===== src/rtl/ppuTimingPkg.sv =====
package ppuTimingPkg;

   localparam int dotsPerLine   = 456;
   localparam int linesPerFrame = 154;
   localparam int visibleLines  = 144;
   localparam int oamScanEnd    = 80;   // First dot of transfer
   localparam int transferEnd   = 252;  // First dot of hblank

   typedef logic [8:0] dotT;
   typedef logic [7:0] lineT;

   // Encoding matches the STAT mode field
   typedef enum logic [1:0] {
      hblank   = 2'd0,
      vblank   = 2'd1,
      oamScan  = 2'd2,
      transfer = 2'd3
   } ppuModeT;

endpackage


===== src/rtl/ppuMemPkg.sv =====
package ppuMemPkg;

   typedef logic [7:0]   byteT;
   typedef logic [15:0]  cpuAddrT;
   typedef logic [12:0]  vramAddrT;
   typedef logic [4:0]   tileColT;
   typedef logic [159:0] lineRowT;

   localparam cpuAddrT addrLcdc = 16'hFF40;
   localparam cpuAddrT addrStat = 16'hFF41;
   localparam cpuAddrT addrLy   = 16'hFF44;
   localparam cpuAddrT addrLyc  = 16'hFF45;
   localparam cpuAddrT addrBgp  = 16'hFF47;

   localparam cpuAddrT vramBase = 16'h8000;
   localparam cpuAddrT vramTop  = 16'h9FFF;

   localparam int lcdcEnable    = 7;
   localparam int lcdcTileData  = 4;
   localparam int lcdcMapSelect = 3;

   // STAT interrupt enables, hblank is the lowest of the four
   localparam int statLycEn    = 6;
   localparam int statOamEn    = 5;
   localparam int statVblankEn = 4;
   localparam int statHblankEn = 3;

   localparam vramAddrT mapBase0       = 13'h1800;
   localparam vramAddrT mapBase1       = 13'h1C00;
   localparam vramAddrT signedDataBase = 13'h0800;

   localparam int tilesPerLine = 20;

endpackage


===== src/rtl/ppuIfs.sv =====
interface vramPort;
   ppuMemPkg::vramAddrT addr;
   ppuMemPkg::byteT     wrData;
   ppuMemPkg::byteT     rdData;   // Valid one cycle after rd
   logic                wr;
   logic                rd;

   modport host (output addr, output wrData, output wr, output rd, input rdData);
   modport memory (input addr, input wrData, input wr, input rd, output rdData);
endinterface

interface tileWrite;
   logic               valid;   // One-cycle strobe per tile
   ppuMemPkg::tileColT column;
   ppuMemPkg::byteT    lo;
   ppuMemPkg::byteT    hi;

   modport source (output valid, output column, output lo, output hi);
   modport sink (input valid, input column, input lo, input hi);
endinterface


===== src/rtl/ppuRegisters.sv =====
module ppuRegisters (
   input  logic                   clock,
   input  logic                   rst,
   input  ppuMemPkg::cpuAddrT     cpuAddr,
   input  ppuMemPkg::byteT        cpuWrData,
   output ppuMemPkg::byteT        cpuRdData,
   input  logic                   cpuCs,
   input  logic                   cpuWr,
   input  logic                   cpuRd,
   input  ppuTimingPkg::ppuModeT  mode,
   input  ppuTimingPkg::lineT     ly,
   output ppuMemPkg::byteT        lcdc,
   output ppuMemPkg::byteT        lyc,
   output ppuMemPkg::byteT        bgp,
   output logic [3:0]             statEnables,
   vramPort.host                  cpuVram
);

   logic            inVram;
   logic            coincidence;
   logic            rdFromVram;
   ppuMemPkg::byteT statValue;
   ppuMemPkg::byteT regRead;
   ppuMemPkg::byteT rdHold;

   assign inVram = (cpuAddr >= ppuMemPkg::vramBase) && (cpuAddr <= ppuMemPkg::vramTop);
   assign coincidence = (ly == lyc);
   assign statValue = {1'b1, statEnables, coincidence, mode};

   // VRAM window accesses go out as offsets
   assign cpuVram.addr   = ppuMemPkg::vramAddrT'(cpuAddr - ppuMemPkg::vramBase);
   assign cpuVram.wrData = cpuWrData;
   assign cpuVram.wr     = cpuCs && cpuWr && inVram;
   assign cpuVram.rd     = cpuCs && cpuRd && inVram;

   always_ff @(posedge clock) begin
      if (rst) begin
         lcdc        <= '0;
         lyc         <= '0;
         bgp         <= '0;
         statEnables <= '0;
      end else if (cpuCs && cpuWr) begin
         case (cpuAddr)
            ppuMemPkg::addrLcdc: lcdc <= cpuWrData;
            ppuMemPkg::addrStat:
               statEnables <= cpuWrData[ppuMemPkg::statLycEn:ppuMemPkg::statHblankEn];
            ppuMemPkg::addrLyc:  lyc <= cpuWrData;
            ppuMemPkg::addrBgp:  bgp <= cpuWrData;
            default: ;            // LY is read-only
         endcase
      end
   end

   always_comb begin
      case (cpuAddr)
         ppuMemPkg::addrLcdc: regRead = lcdc;
         ppuMemPkg::addrStat: regRead = statValue;
         ppuMemPkg::addrLy:   regRead = ly;
         ppuMemPkg::addrLyc:  regRead = lyc;
         ppuMemPkg::addrBgp:  regRead = bgp;
         default:             regRead = 8'hFF;
      endcase
   end

   // Read stage, VRAM data arrives on its own one cycle later
   always_ff @(posedge clock) begin
      if (rst) begin
         rdFromVram <= 1'b0;
      end else if (cpuCs && cpuRd) begin
         rdFromVram <= inVram;
      end
   end

   always_ff @(posedge clock) begin
      if (cpuCs && cpuRd) begin
         rdHold <= regRead;
      end
   end

   assign cpuRdData = rdFromVram ? cpuVram.rdData : rdHold;

endmodule


===== src/rtl/lineTimer.sv =====
module lineTimer (
   input  logic                   clock,
   input  logic                   rst,
   input  ppuMemPkg::byteT        lcdc,
   input  ppuMemPkg::byteT        lyc,
   input  logic [3:0]             statEnables,
   output ppuTimingPkg::ppuModeT  mode,
   output ppuTimingPkg::lineT     ly,
   output logic                   vblankIrq,
   output logic                   statIrq
);

   ppuTimingPkg::dotT dot;
   logic              enabled;
   logic              lastDot;
   logic              coincidence;

   assign enabled = lcdc[ppuMemPkg::lcdcEnable];
   assign lastDot = (dot == ppuTimingPkg::dotT'(ppuTimingPkg::dotsPerLine - 1));

   always_ff @(posedge clock) begin
      if (rst || !enabled) begin
         dot <= '0;   // Held at dot 0 of line 0 while off
         ly  <= '0;
      end else if (lastDot) begin
         dot <= '0;
         if (ly == ppuTimingPkg::lineT'(ppuTimingPkg::linesPerFrame - 1)) begin
            ly <= '0;
         end else begin
            ly <= ly + 8'd1;
         end
      end else begin
         dot <= dot + 9'd1;
      end
   end

   always_comb begin
      if (!enabled) begin
         mode = ppuTimingPkg::hblank;
      end else if (ly >= ppuTimingPkg::lineT'(ppuTimingPkg::visibleLines)) begin
         mode = ppuTimingPkg::vblank;
      end else if (dot < ppuTimingPkg::dotT'(ppuTimingPkg::oamScanEnd)) begin
         mode = ppuTimingPkg::oamScan;
      end else if (dot < ppuTimingPkg::dotT'(ppuTimingPkg::transferEnd)) begin
         mode = ppuTimingPkg::transfer;
      end else begin
         mode = ppuTimingPkg::hblank;
      end
   end

   assign coincidence = (ly == lyc);
   assign vblankIrq   = (mode == ppuTimingPkg::vblank);

   // Enables are indexed relative to the hblank enable bit
   assign statIrq =
      (statEnables[ppuMemPkg::statLycEn - ppuMemPkg::statHblankEn] && coincidence) ||
      (statEnables[ppuMemPkg::statOamEn - ppuMemPkg::statHblankEn] &&
       (mode == ppuTimingPkg::oamScan)) ||
      (statEnables[ppuMemPkg::statVblankEn - ppuMemPkg::statHblankEn] &&
       (mode == ppuTimingPkg::vblank)) ||
      (statEnables[0] && (mode == ppuTimingPkg::hblank));

   dotInRange: assert property (@(posedge clock) disable iff (rst)
      dot <= ppuTimingPkg::dotT'(ppuTimingPkg::dotsPerLine - 1));

endmodule


===== src/rtl/bgFetcher.sv =====
module bgFetcher (
   input  logic                   clock,
   input  logic                   rst,
   input  ppuTimingPkg::ppuModeT  mode,
   input  ppuTimingPkg::lineT     ly,
   input  ppuMemPkg::byteT        lcdc,
   vramPort.host                  vram,
   tileWrite.source               tiles
);

   // Six cycles per tile, stMap doubles as the idle state's first transfer cycle
   typedef enum logic [2:0] {
      stIdle,
      stMap,
      stMapWait,
      stLo,
      stLoWait,
      stHi,
      stHiWait
   } fetchStateT;

   fetchStateT          state;
   fetchStateT          step;
   ppuMemPkg::tileColT  column;
   ppuMemPkg::byteT     tileNum;
   ppuMemPkg::byteT     loByte;
   ppuMemPkg::vramAddrT mapBase;
   logic                lineDone;
   logic                inTransfer;

   function automatic ppuMemPkg::vramAddrT dataAddr(ppuMemPkg::byteT tile, logic plane);
      ppuMemPkg::byteT biased;
      biased = tile + 8'd128;   // Signed tile number moved into 0..255
      if (lcdc[ppuMemPkg::lcdcTileData]) begin
         return ppuMemPkg::vramAddrT'({tile, ly[2:0], plane});
      end
      return ppuMemPkg::signedDataBase + ppuMemPkg::vramAddrT'({biased, ly[2:0], plane});
   endfunction

   assign inTransfer = (mode == ppuTimingPkg::transfer);
   assign step = (state == stIdle && inTransfer && !lineDone) ? stMap : state;
   assign mapBase = lcdc[ppuMemPkg::lcdcMapSelect] ? ppuMemPkg::mapBase1 : ppuMemPkg::mapBase0;

   always_comb begin
      case (step)
         stLo:             vram.addr = dataAddr(vram.rdData, 1'b0);   // Map byte just arrived
         stLoWait:         vram.addr = dataAddr(tileNum, 1'b0);
         stHi, stHiWait:   vram.addr = dataAddr(tileNum, 1'b1);
         default:          vram.addr = mapBase + ppuMemPkg::vramAddrT'({ly[7:3], column});
      endcase
   end

   assign vram.rd     = (step != stIdle);
   assign vram.wr     = 1'b0;
   assign vram.wrData = '0;

   assign tiles.valid  = (state == stHiWait);
   assign tiles.column = column;
   assign tiles.lo     = loByte;
   assign tiles.hi     = vram.rdData;

   always_ff @(posedge clock) begin
      if (rst || !inTransfer) begin
         state    <= stIdle;
         column   <= '0;
         lineDone <= 1'b0;
      end else begin
         case (step)
            stMap:     state <= stMapWait;
            stMapWait: state <= stLo;
            stLo:      state <= stLoWait;
            stLoWait:  state <= stHi;
            stHi:      state <= stHiWait;
            stHiWait: begin
               if (column == ppuMemPkg::tileColT'(ppuMemPkg::tilesPerLine - 1)) begin
                  state    <= stIdle;
                  column   <= '0;
                  lineDone <= 1'b1;   // Hold off until the next transfer
               end else begin
                  state  <= stMap;
                  column <= column + 5'd1;
               end
            end
            default:   state <= stIdle;
         endcase
      end
   end

   always_ff @(posedge clock) begin
      if (step == stLo) begin
         tileNum <= vram.rdData;
      end
      if (step == stHi) begin
         loByte <= vram.rdData;
      end
   end

   idleOutsideTransfer: assert property (@(posedge clock)
      disable iff (rst || !lcdc[ppuMemPkg::lcdcEnable])
      !inTransfer |-> state == stIdle);

endmodule


===== src/rtl/vramArbiter.sv =====
module vramArbiter (
   input  ppuTimingPkg::ppuModeT  mode,
   vramPort.memory                cpuVram,
   vramPort.memory                fetchVram,
   output ppuMemPkg::vramAddrT    vramAddr,
   output ppuMemPkg::byteT        vramWrData,
   input  ppuMemPkg::byteT        vramRdData,
   output logic                   vramWr,
   output logic                   vramRd
);

   logic fetchOwns;

   assign fetchOwns = (mode == ppuTimingPkg::transfer);

   // CPU requests in transfer never reach the bus
   assign vramAddr   = fetchOwns ? fetchVram.addr : cpuVram.addr;
   assign vramWrData = fetchOwns ? fetchVram.wrData : cpuVram.wrData;
   assign vramWr     = fetchOwns ? fetchVram.wr : cpuVram.wr;
   assign vramRd     = fetchOwns ? fetchVram.rd : cpuVram.rd;

   assign cpuVram.rdData   = fetchOwns ? 8'hFF : vramRdData;
   assign fetchVram.rdData = vramRdData;

   // Fetcher is read-only on the shared bus
   always_comb begin
      fetchNoWrite: assert final (!fetchVram.wr);
   end

endmodule


===== src/rtl/lineBuffer.sv =====
module lineBuffer (
   input  logic                   clock,
   input  logic                   rst,
   input  ppuTimingPkg::ppuModeT  mode,
   input  ppuMemPkg::byteT        bgp,
   tileWrite.sink                 tiles,
   output ppuMemPkg::lineRowT     linePixelsLo,
   output ppuMemPkg::lineRowT     linePixelsHi,
   output logic                   lineReady
);

   ppuTimingPkg::ppuModeT prevMode;
   logic [1:0]            shade [8];
   logic                  scanStart;

   assign scanStart = (mode == ppuTimingPkg::oamScan) && (prevMode != ppuTimingPkg::oamScan);

   // Transfer only runs on visible lines, so its end marks a finished line
   assign lineReady = (mode == ppuTimingPkg::hblank) && (prevMode == ppuTimingPkg::transfer);

   always_ff @(posedge clock) begin
      if (rst) begin
         prevMode <= ppuTimingPkg::hblank;
      end else begin
         prevMode <= mode;
      end
   end

   always_comb begin
      for (int p = 0; p < 8; p++) begin
         shade[p] = bgp[2 * {tiles.hi[7 - p], tiles.lo[7 - p]} +: 2];   // Leftmost pixel in bit 7
      end
   end

   always_ff @(posedge clock) begin
      if (scanStart) begin
         linePixelsLo <= '0;
         linePixelsHi <= '0;
      end else if (tiles.valid) begin
         for (int p = 0; p < 8; p++) begin
            linePixelsLo[8 * tiles.column + p] <= shade[p][0];
            linePixelsHi[8 * tiles.column + p] <= shade[p][1];
         end
      end
   end

endmodule


===== src/rtl/ppuTop.sv =====
module ppuTop (
   input  logic                 clock,
   input  logic                 rst,
   input  ppuMemPkg::cpuAddrT   cpuAddr,
   input  ppuMemPkg::byteT      cpuWrData,
   output ppuMemPkg::byteT      cpuRdData,
   input  logic                 cpuCs,
   input  logic                 cpuWr,
   input  logic                 cpuRd,
   output ppuMemPkg::vramAddrT  vramAddr,
   output ppuMemPkg::byteT      vramWrData,
   input  ppuMemPkg::byteT      vramRdData,
   output logic                 vramWr,
   output logic                 vramRd,
   output logic                 vblankIrq,
   output logic                 statIrq,
   output ppuTimingPkg::lineT   ly,
   output ppuMemPkg::lineRowT   linePixelsLo,
   output ppuMemPkg::lineRowT   linePixelsHi,
   output logic                 lineReady
);

   ppuTimingPkg::ppuModeT mode;
   ppuMemPkg::byteT       lcdc;
   ppuMemPkg::byteT       lyc;
   ppuMemPkg::byteT       bgp;
   logic [3:0]            statEnables;

   vramPort  cpuVram ();
   vramPort  fetchVram ();
   tileWrite tiles ();

   ppuRegisters registers (
      .clock(clock), .rst(rst),
      .cpuAddr(cpuAddr), .cpuWrData(cpuWrData), .cpuRdData(cpuRdData),
      .cpuCs(cpuCs), .cpuWr(cpuWr), .cpuRd(cpuRd),
      .mode(mode), .ly(ly),
      .lcdc(lcdc), .lyc(lyc), .bgp(bgp), .statEnables(statEnables),
      .cpuVram(cpuVram.host)
   );

   lineTimer timer (
      .clock(clock), .rst(rst),
      .lcdc(lcdc), .lyc(lyc), .statEnables(statEnables),
      .mode(mode), .ly(ly),
      .vblankIrq(vblankIrq), .statIrq(statIrq)
   );

   bgFetcher fetcher (
      .clock(clock), .rst(rst),
      .mode(mode), .ly(ly), .lcdc(lcdc),
      .vram(fetchVram.host), .tiles(tiles.source)
   );

   vramArbiter arbiter (
      .mode(mode),
      .cpuVram(cpuVram.memory), .fetchVram(fetchVram.memory),
      .vramAddr(vramAddr), .vramWrData(vramWrData), .vramRdData(vramRdData),
      .vramWr(vramWr), .vramRd(vramRd)
   );

   lineBuffer buffer (
      .clock(clock), .rst(rst),
      .mode(mode), .bgp(bgp), .tiles(tiles.sink),
      .linePixelsLo(linePixelsLo), .linePixelsHi(linePixelsHi),
      .lineReady(lineReady)
   );

endmodule


===== config.mk =====
export PLATFORM = sky130hd
export DESIGN_NAME = ppuTop
export DESIGN_NICKNAME = d
export VERILOG_FILES = /design/src/rtl/ppuTimingPkg.sv /design/src/rtl/ppuMemPkg.sv /design/src/rtl/ppuIfs.sv /design/src/rtl/ppuRegisters.sv /design/src/rtl/lineTimer.sv /design/src/rtl/bgFetcher.sv /design/src/rtl/vramArbiter.sv /design/src/rtl/lineBuffer.sv /design/src/rtl/ppuTop.sv
export SDC_FILE = /design/constraint.sdc
export NUM_CORES = 1
export LEC_CHECK = 0
export BUFFER_PORTS_ARGS = -buffer_cell sky130_fd_sc_hd__buf_2
export CAP_MARGIN = 20
export CORE_ASPECT_RATIO = 0.7
export CORE_MARGIN = 2
export CORE_UTILIZATION = 36
export DETAILED_ROUTE_END_ITERATION = 10
export PLACE_DENSITY = 0.57
export SETUP_SLACK_MARGIN = 0.3
export SLEW_MARGIN = 20
export SYNTH_ARGS = -nofsm -noshare
export SYNTH_HDL_FRONTEND = slang
export SYNTH_SLANG_ARGS = --single-unit

===== constraint.sdc =====
create_clock -name clock -period 2 [get_ports clock]
set_input_delay 0.2 -clock clock [delete_from_list [all_inputs] [get_ports clock]]
set_output_delay 0.2 -clock clock [all_outputs]
set_load 0.02 [all_outputs]

Yosys cells after proc, flatten, opt, wreduce, memory -nomap -nowiden --
Cells that the tools add are included.
Storage, ports and cells: memories 0, bits in latches 0, register bits 401, bits in writable memories 0, logic and storage cells 182, memory bits (read-only) 0
Operators by class: bitwise gates (word level) 0, $mul 0, $lt $le $gt $ge 21, shifts and indexed selects 8, eq/ne operators 21, mux-type cells 60, reduce and logical (&&, ||, !) cells 39, $add $sub $neg 17, div/mod/pow operators 0
Operator list (number):
- 160-bit bitwise mux | 16
- 32-bit by 1-bit >= comparator with 1-bit output (second input constant) | 7
- 32-bit by 9-bit less-than comparator with 1-bit output (second input constant) | 7
- 13-bit 2-to-1 mux | 7
- 16-bit equality test (second input constant) | 5
- 8-bit by 4-bit variable part select with 2-bit output | 8
- 1-bit demux with 8-bit select | 7
- 8-bit one-hot mux with 5 select lines | 1
- 12-bit by 12-bit adder with 13-bit output (first input constant) | 3
- 13-bit one-hot mux with 3 select lines | 1
- 8-bit by 3-bit adder with 9-bit output (second input constant) | 4
- 8-bit 2-to-1 mux | 4
- 1-bit logical AND | 21
- 8-bit by 2-bit adder with 9-bit output (second input constant) | 2
- 3-bit one-hot mux with 6 select lines | 1
- 8-bit adder (second input constant) | 2
- 16-bit >= comparator (second input constant) | 1
- 16-bit <= comparator (second input constant) | 1
- 1-bit 2-to-1 mux | 15
- 13-bit by 10-bit adder with 13-bit output | 1
- 13-bit by 1-bit subtractor with 13-bit output (second input constant) | 1
- 3-bit equality test (second input constant) | 4
- 11-bit 2-to-1 mux | 1
- 2-bit AND reduction | 5
- 28 further kinds | 41

Longest topological paths before layout --
depth in word-level cells 15, gate-level depth with buffers 7, gate-level depth less buffers 6

Cells and area by module --
Synthesis repeated with hierarchy kept, for this count alone.
Second synthesis, totals: cells, all modules 1763, area, all modules 16874.9 um2
Modules (own cells, without submodules):
- lineBuffer | area each 11735.0 um2, times used 1, cells an instance 1238
- ppuRegisters | area each 2287.2 um2, times used 1, cells an instance 226
- bgFetcher | area each 1392.6 um2, times used 1, cells an instance 143
- lineTimer | area each 968.4 um2, times used 1, cells an instance 113
- vramArbiter | area each 491.7 um2, times used 1, cells an instance 43

Worst setup path before layout --
No wires, ideal clock.
kind register to output, start point register timer.ly[6], end point output vramWr, slack -0.358 ns, cell stages (with the launch flop) 7, data arrival time 2.158 ns, data required time 1.800 ns, path through dfxtp_1 clkbuf_1 o31a_1 a41o_1 nor3_2 buf_4 nor4_1
Between the ends: word-level cells in the longest chain between the ends 5
RTL lines:
- start: declaration | RTL line lineTimer.sv:8 | output ppuTimingPkg::lineT ly,
- start signal: assignment | RTL line lineTimer.sv:30 | ly <= ly + 8'd1;
- 8-bit >= comparator | RTL line lineTimer.sv:40 | end else if (ly >= ppuTimingPkg::lineT'(ppuTimingPkg::visibleLines)) begin
- 2-bit 2-to-1 mux | RTL line lineTimer.sv:40
- 2-bit 2-to-1 mux | RTL line lineTimer.sv:38 | if (!enabled) begin
- 2-bit equality test | RTL line vramArbiter.sv:14 | assign fetchOwns = (mode == ppuTimingPkg::transfer);
- 1-bit 2-to-1 mux | RTL line vramArbiter.sv:19 | assign vramWr = fetchOwns ? fetchVram.wr : cpuVram.wr;
- end: declaration | RTL line ppuTop.sv:13 | output logic vramWr,
No other way between the ends.

Worst setup path in the final report --
start point register timer.ly[4], end point output cpuRdData[1]
Between the ends: word-level cells in the longest chain between the ends 6
RTL lines:
- 8-bit >= comparator | RTL line lineTimer.sv:40
- 2-bit 2-to-1 mux | RTL line lineTimer.sv:40
- 2-bit 2-to-1 mux | RTL line lineTimer.sv:38
- 2-bit equality test | RTL line vramArbiter.sv:14
- 8-bit 2-to-1 mux | RTL line vramArbiter.sv:22 | assign cpuVram.rdData = fetchOwns ? 8'hFF : vramRdData;
- 8-bit 2-to-1 mux | RTL line ppuRegisters.sv:80 | assign cpuRdData = rdFromVram ? cpuVram.rdData : rdHold;
- end: declaration | RTL line ppuTop.sv:6 | output ppuMemPkg::byteT cpuRdData,
No other way between the ends.

==> results.toml <==
[run_status]
status = "finished, violations left"
failed_checks = "negative setup slack"

[timing]
finalCritPeriodShare_pct = 127
slew_headroom_pct = 47.8
setup_viol = 354
fin_crit_ns = 2.54
setup_tns_ns = -95.76
hold_slack_ns = 0.0530
slew_violations = 0
max_freq_mhz = 393
tightest_slew_ns = 0.784
grt_setup_unrepaired = "yes"
worst_slack_ns = -0.541
finalHoldViolCount = 0
finClkSkew_ns = 0.0237

[clock_tree]
clkTransAtPathRegs_ns = 0.07
h-tree-depth = 2
clock-sinks = 401
cts_tree = "yes"
cts_buffers = 41
root_buffer = "clkbuf_16"
clk_latency_ns = 0.55
clockBufferDepth = 3

[finish]
post-route-util_pct = 53.8
area_growth_pct = 46.7
num-nets-final = 2534
drive_above_1_share_pct = 31.6
n_antenna_cell = 0

[global_route]
grt_util_all_layers_pct = 28.2
grt_pass1_wl_microns = 100000
grt_pass1_vias = 15700
grt_max_degree = 39
grt_overflow = 0
antenna_found_initial = 1

[logic_synthesis]
synth_edf_count = 24
ys_types = 61
syn_avg_cell_area_sq_um = 8.26
synth_nets = 1994
yosysTopAreaCellShare_pct = 46.9
synth_seq_cells = 401
syn_area_sq_um = 16100
synth_area_leaders = "dfxtp_1 47%, nand2_1 15%, a21oi_1 10%"
netlist_instances = 1949
ys_warn_count = 0
synth_ff_type = "dfxtp_1"
yosysTopAreaCell = "dfxtp_1"
synthArstFlopShare_pct = 0
seq_area_frac_synth_pct = 51.4

[power]
leakage_nw = 10.9
powerDensity_nw_per_um2 = 700
ir_drop_mv = 0.576
total_power_w = 0.0165

[placement]
dp_slack_ns = -0.0886
place_congestion = 0.981
hpwlAfterDp_microns = 43700
io_buffers = 398

[drt]
wl_microns = 67800
drt_first_pass_iters = 5
drc_errors = 0
drtIter0Drc = 1344
viasPerCell = 5.28
vias = 16500
final_antenna_net_count = 0
wire_per_inst_microns = 21.8

[floorplan]
ios = 399
die_area_sq_um = 46400
die_y_microns = 181
rows = 64
initial_core_util_pct = 36.7
die_width_microns = 257
core_sq_um = 43900

[critical_path]
critical_path.max_stage_delay_ns = 0.39
crit_chain = "o31a_1, a41o_4, or3_4, buf_16, a31oi_4, buf_6"
slowest_stage = "or3_4"
critPathCaptureType = "primary output"
cp_max_fo = 8
cp.arrival_ns = 2.34
required_ns = 1.80
path_class = "flop to primary output"
r2r_slack_ns = -0.35
start_kind = "flop"

[job]
drv_cap = 0

[hold_path]
min_path_type = "primary input to flop"
-- report_power, final --
part | internal, W | total (W) | switching (W) | leakage [nW]
clock network | 0.00467 | 0.00806 | 0.00338 | 0.691
registers | 0.00807 | 0.00807 | 0.00000458 | 3.28
logic | 0.000176 | 0.000406 | 0.000230 | 6.90
total | 0.0129 | 0.0165 | 0.00362 | 10.9
-- critical path: cells and delay by family, from the launching register on --
kind                   cells  cell delay (ns)
AO/OA/AOI/OAI              3             0.76
buffers and inverters      2             0.32
AND/OR/NAND/NOR            1             0.39
flip-flops                 1             0.32
-- cell families after synthesis --
kind of cell               count (synthesis)  synth area share (%)
xor gates and xnor gates                  23                  1.25
adders and majority gates                  8                 0.622
AOI/OAI and AO/OA                        398                  13.3
muxes                                     71                  5.78
DFF                                      401                  51.4
buffers and inverters                    169                  4.31
and+or+nand+nor                          879                  23.4
-- state kept, by name (all words and copies together), names as in the netlist, 3 cells and up --
| name | cells |
|---|---|
| registers.rdHold | 8 |
| registers.statEnables | 4 |
| buffer.linePixelsLo | 160 |
| registers.lcdc | 8 |
| timer.dot | 9 |
| fetcher.state | 3 |
| fetcher.tileNum | 8 |
| fetcher.tiles.column | 5 |
| timer.ly | 8 |
| buffer.linePixelsHi | 160 |
| registers.lyc | 8 |
| fetcher.tiles.lo | 8 |
| registers.bgp | 8 |
-- path summary, 6_finish.rpt --
| kind | startpoint | end | cells after the start |
|---|---|---|---|
| worst max-delay path | timer.ly[4]$_SDFFE_PP0P_ | cpuRdData[1] | 6 |
| worst min-delay path | vramRdData[7] | fetcher.tiles.lo[7]$_DFFE_PP_ | 1 |
| worst max register to register | timer.ly[4]$_SDFFE_PP0P_ | buffer.linePixelsHi[120]$_SDFFE_PP0P_ | 12 |
| worst min register to register | buffer.linePixelsHi[44]$_SDFFE_PP0P_ | buffer.linePixelsHi[44]$_SDFFE_PP0P_ | 2 |
-- layout make-up --
| cell class | instances | area (sq um) |
|---|---|---|
| Inverter | 18 | 67.6 |
| Sequential cell | 401 | 8280 |
| Clock inverter | 18 | 218 |
| Clock buffer | 57 | 1180 |
| Tap cell | 594 | 743 |
| Fill cell | 3962 | 20300 |
| Timing Repair Buffer | 648 | 5680 |
| Multi-Input combinational cell | 1379 | 7460 |
-- stage by stage --
step / instances / instance area (sq um)
floorplan: 1949 / 16600
detailed placement: 2924 / 19700
finish: 3115 / 23600
global placement: 2924 / 19700
CTS: 3100 / 23200
global route: 3115 / 23600
-- layout by cell type, fill, tap and decap left out, types with 33 or more instances in the layout --
master	instances
buf_4	113
a21oi_1	320
buf_16	39
clkbuf_16	45
nand2_1	652
mux2i_1	37
buf_6	42
dfxtp_1	370
nor2_1	66
buf_2	374
buf_12	47
nand2b_1	33
-- metal layers --
| metal | GRT usage [%] | vias to the layer above | share of wire (%) |
|---|---|---|---|
| li1 | - | 7610 | - |
| met5 | 0 | - | 0 |
| met3 | 6.76 | 134 | 9.0 |
| met1 | 38.7 | 7936 | 43 |
| met2 | 43.9 | 775 | 45 |
| met4 | 8.35 | 0 | 2.8 |
-- synth_stat cells, types with 4 or more instances --
cell / count
nand4_1: 10
and4_1: 4
a31oi_1: 8
ha_1: 8
nor2b_1: 4
nor2_1: 66
nand2_1: 652
or3b_2: 4
and3_1: 13
nor4_1: 5
mux2_2: 15
nor3_1: 15
dfxtp_1: 377
xor2_1: 17
o21ai_0: 18
and2_1: 13
nor3b_1: 5
a211o_1: 7
mux2i_1: 40
xnor2_1: 6
clkbuf_1: 108
inv_1: 18
nand3_1: 26
or3_1: 6
mux4_2: 16
nand2b_1: 33
a21oi_1: 337
edfxtp_1: 24
and4b_1: 4
nand4b_1: 4
buf_2: 39
-- what timing repair did --
action	in CTS	in global routing
endpoints found under the hold margin	26	0
buffers inserted	49	12
gates resized for setup	135	54
hold buffers	15	0
pin swaps	7	13
endpoints found under the setup margin	367	371
gates cloned	37	3
No activity file was read; power rests on OpenSTA's default activity.
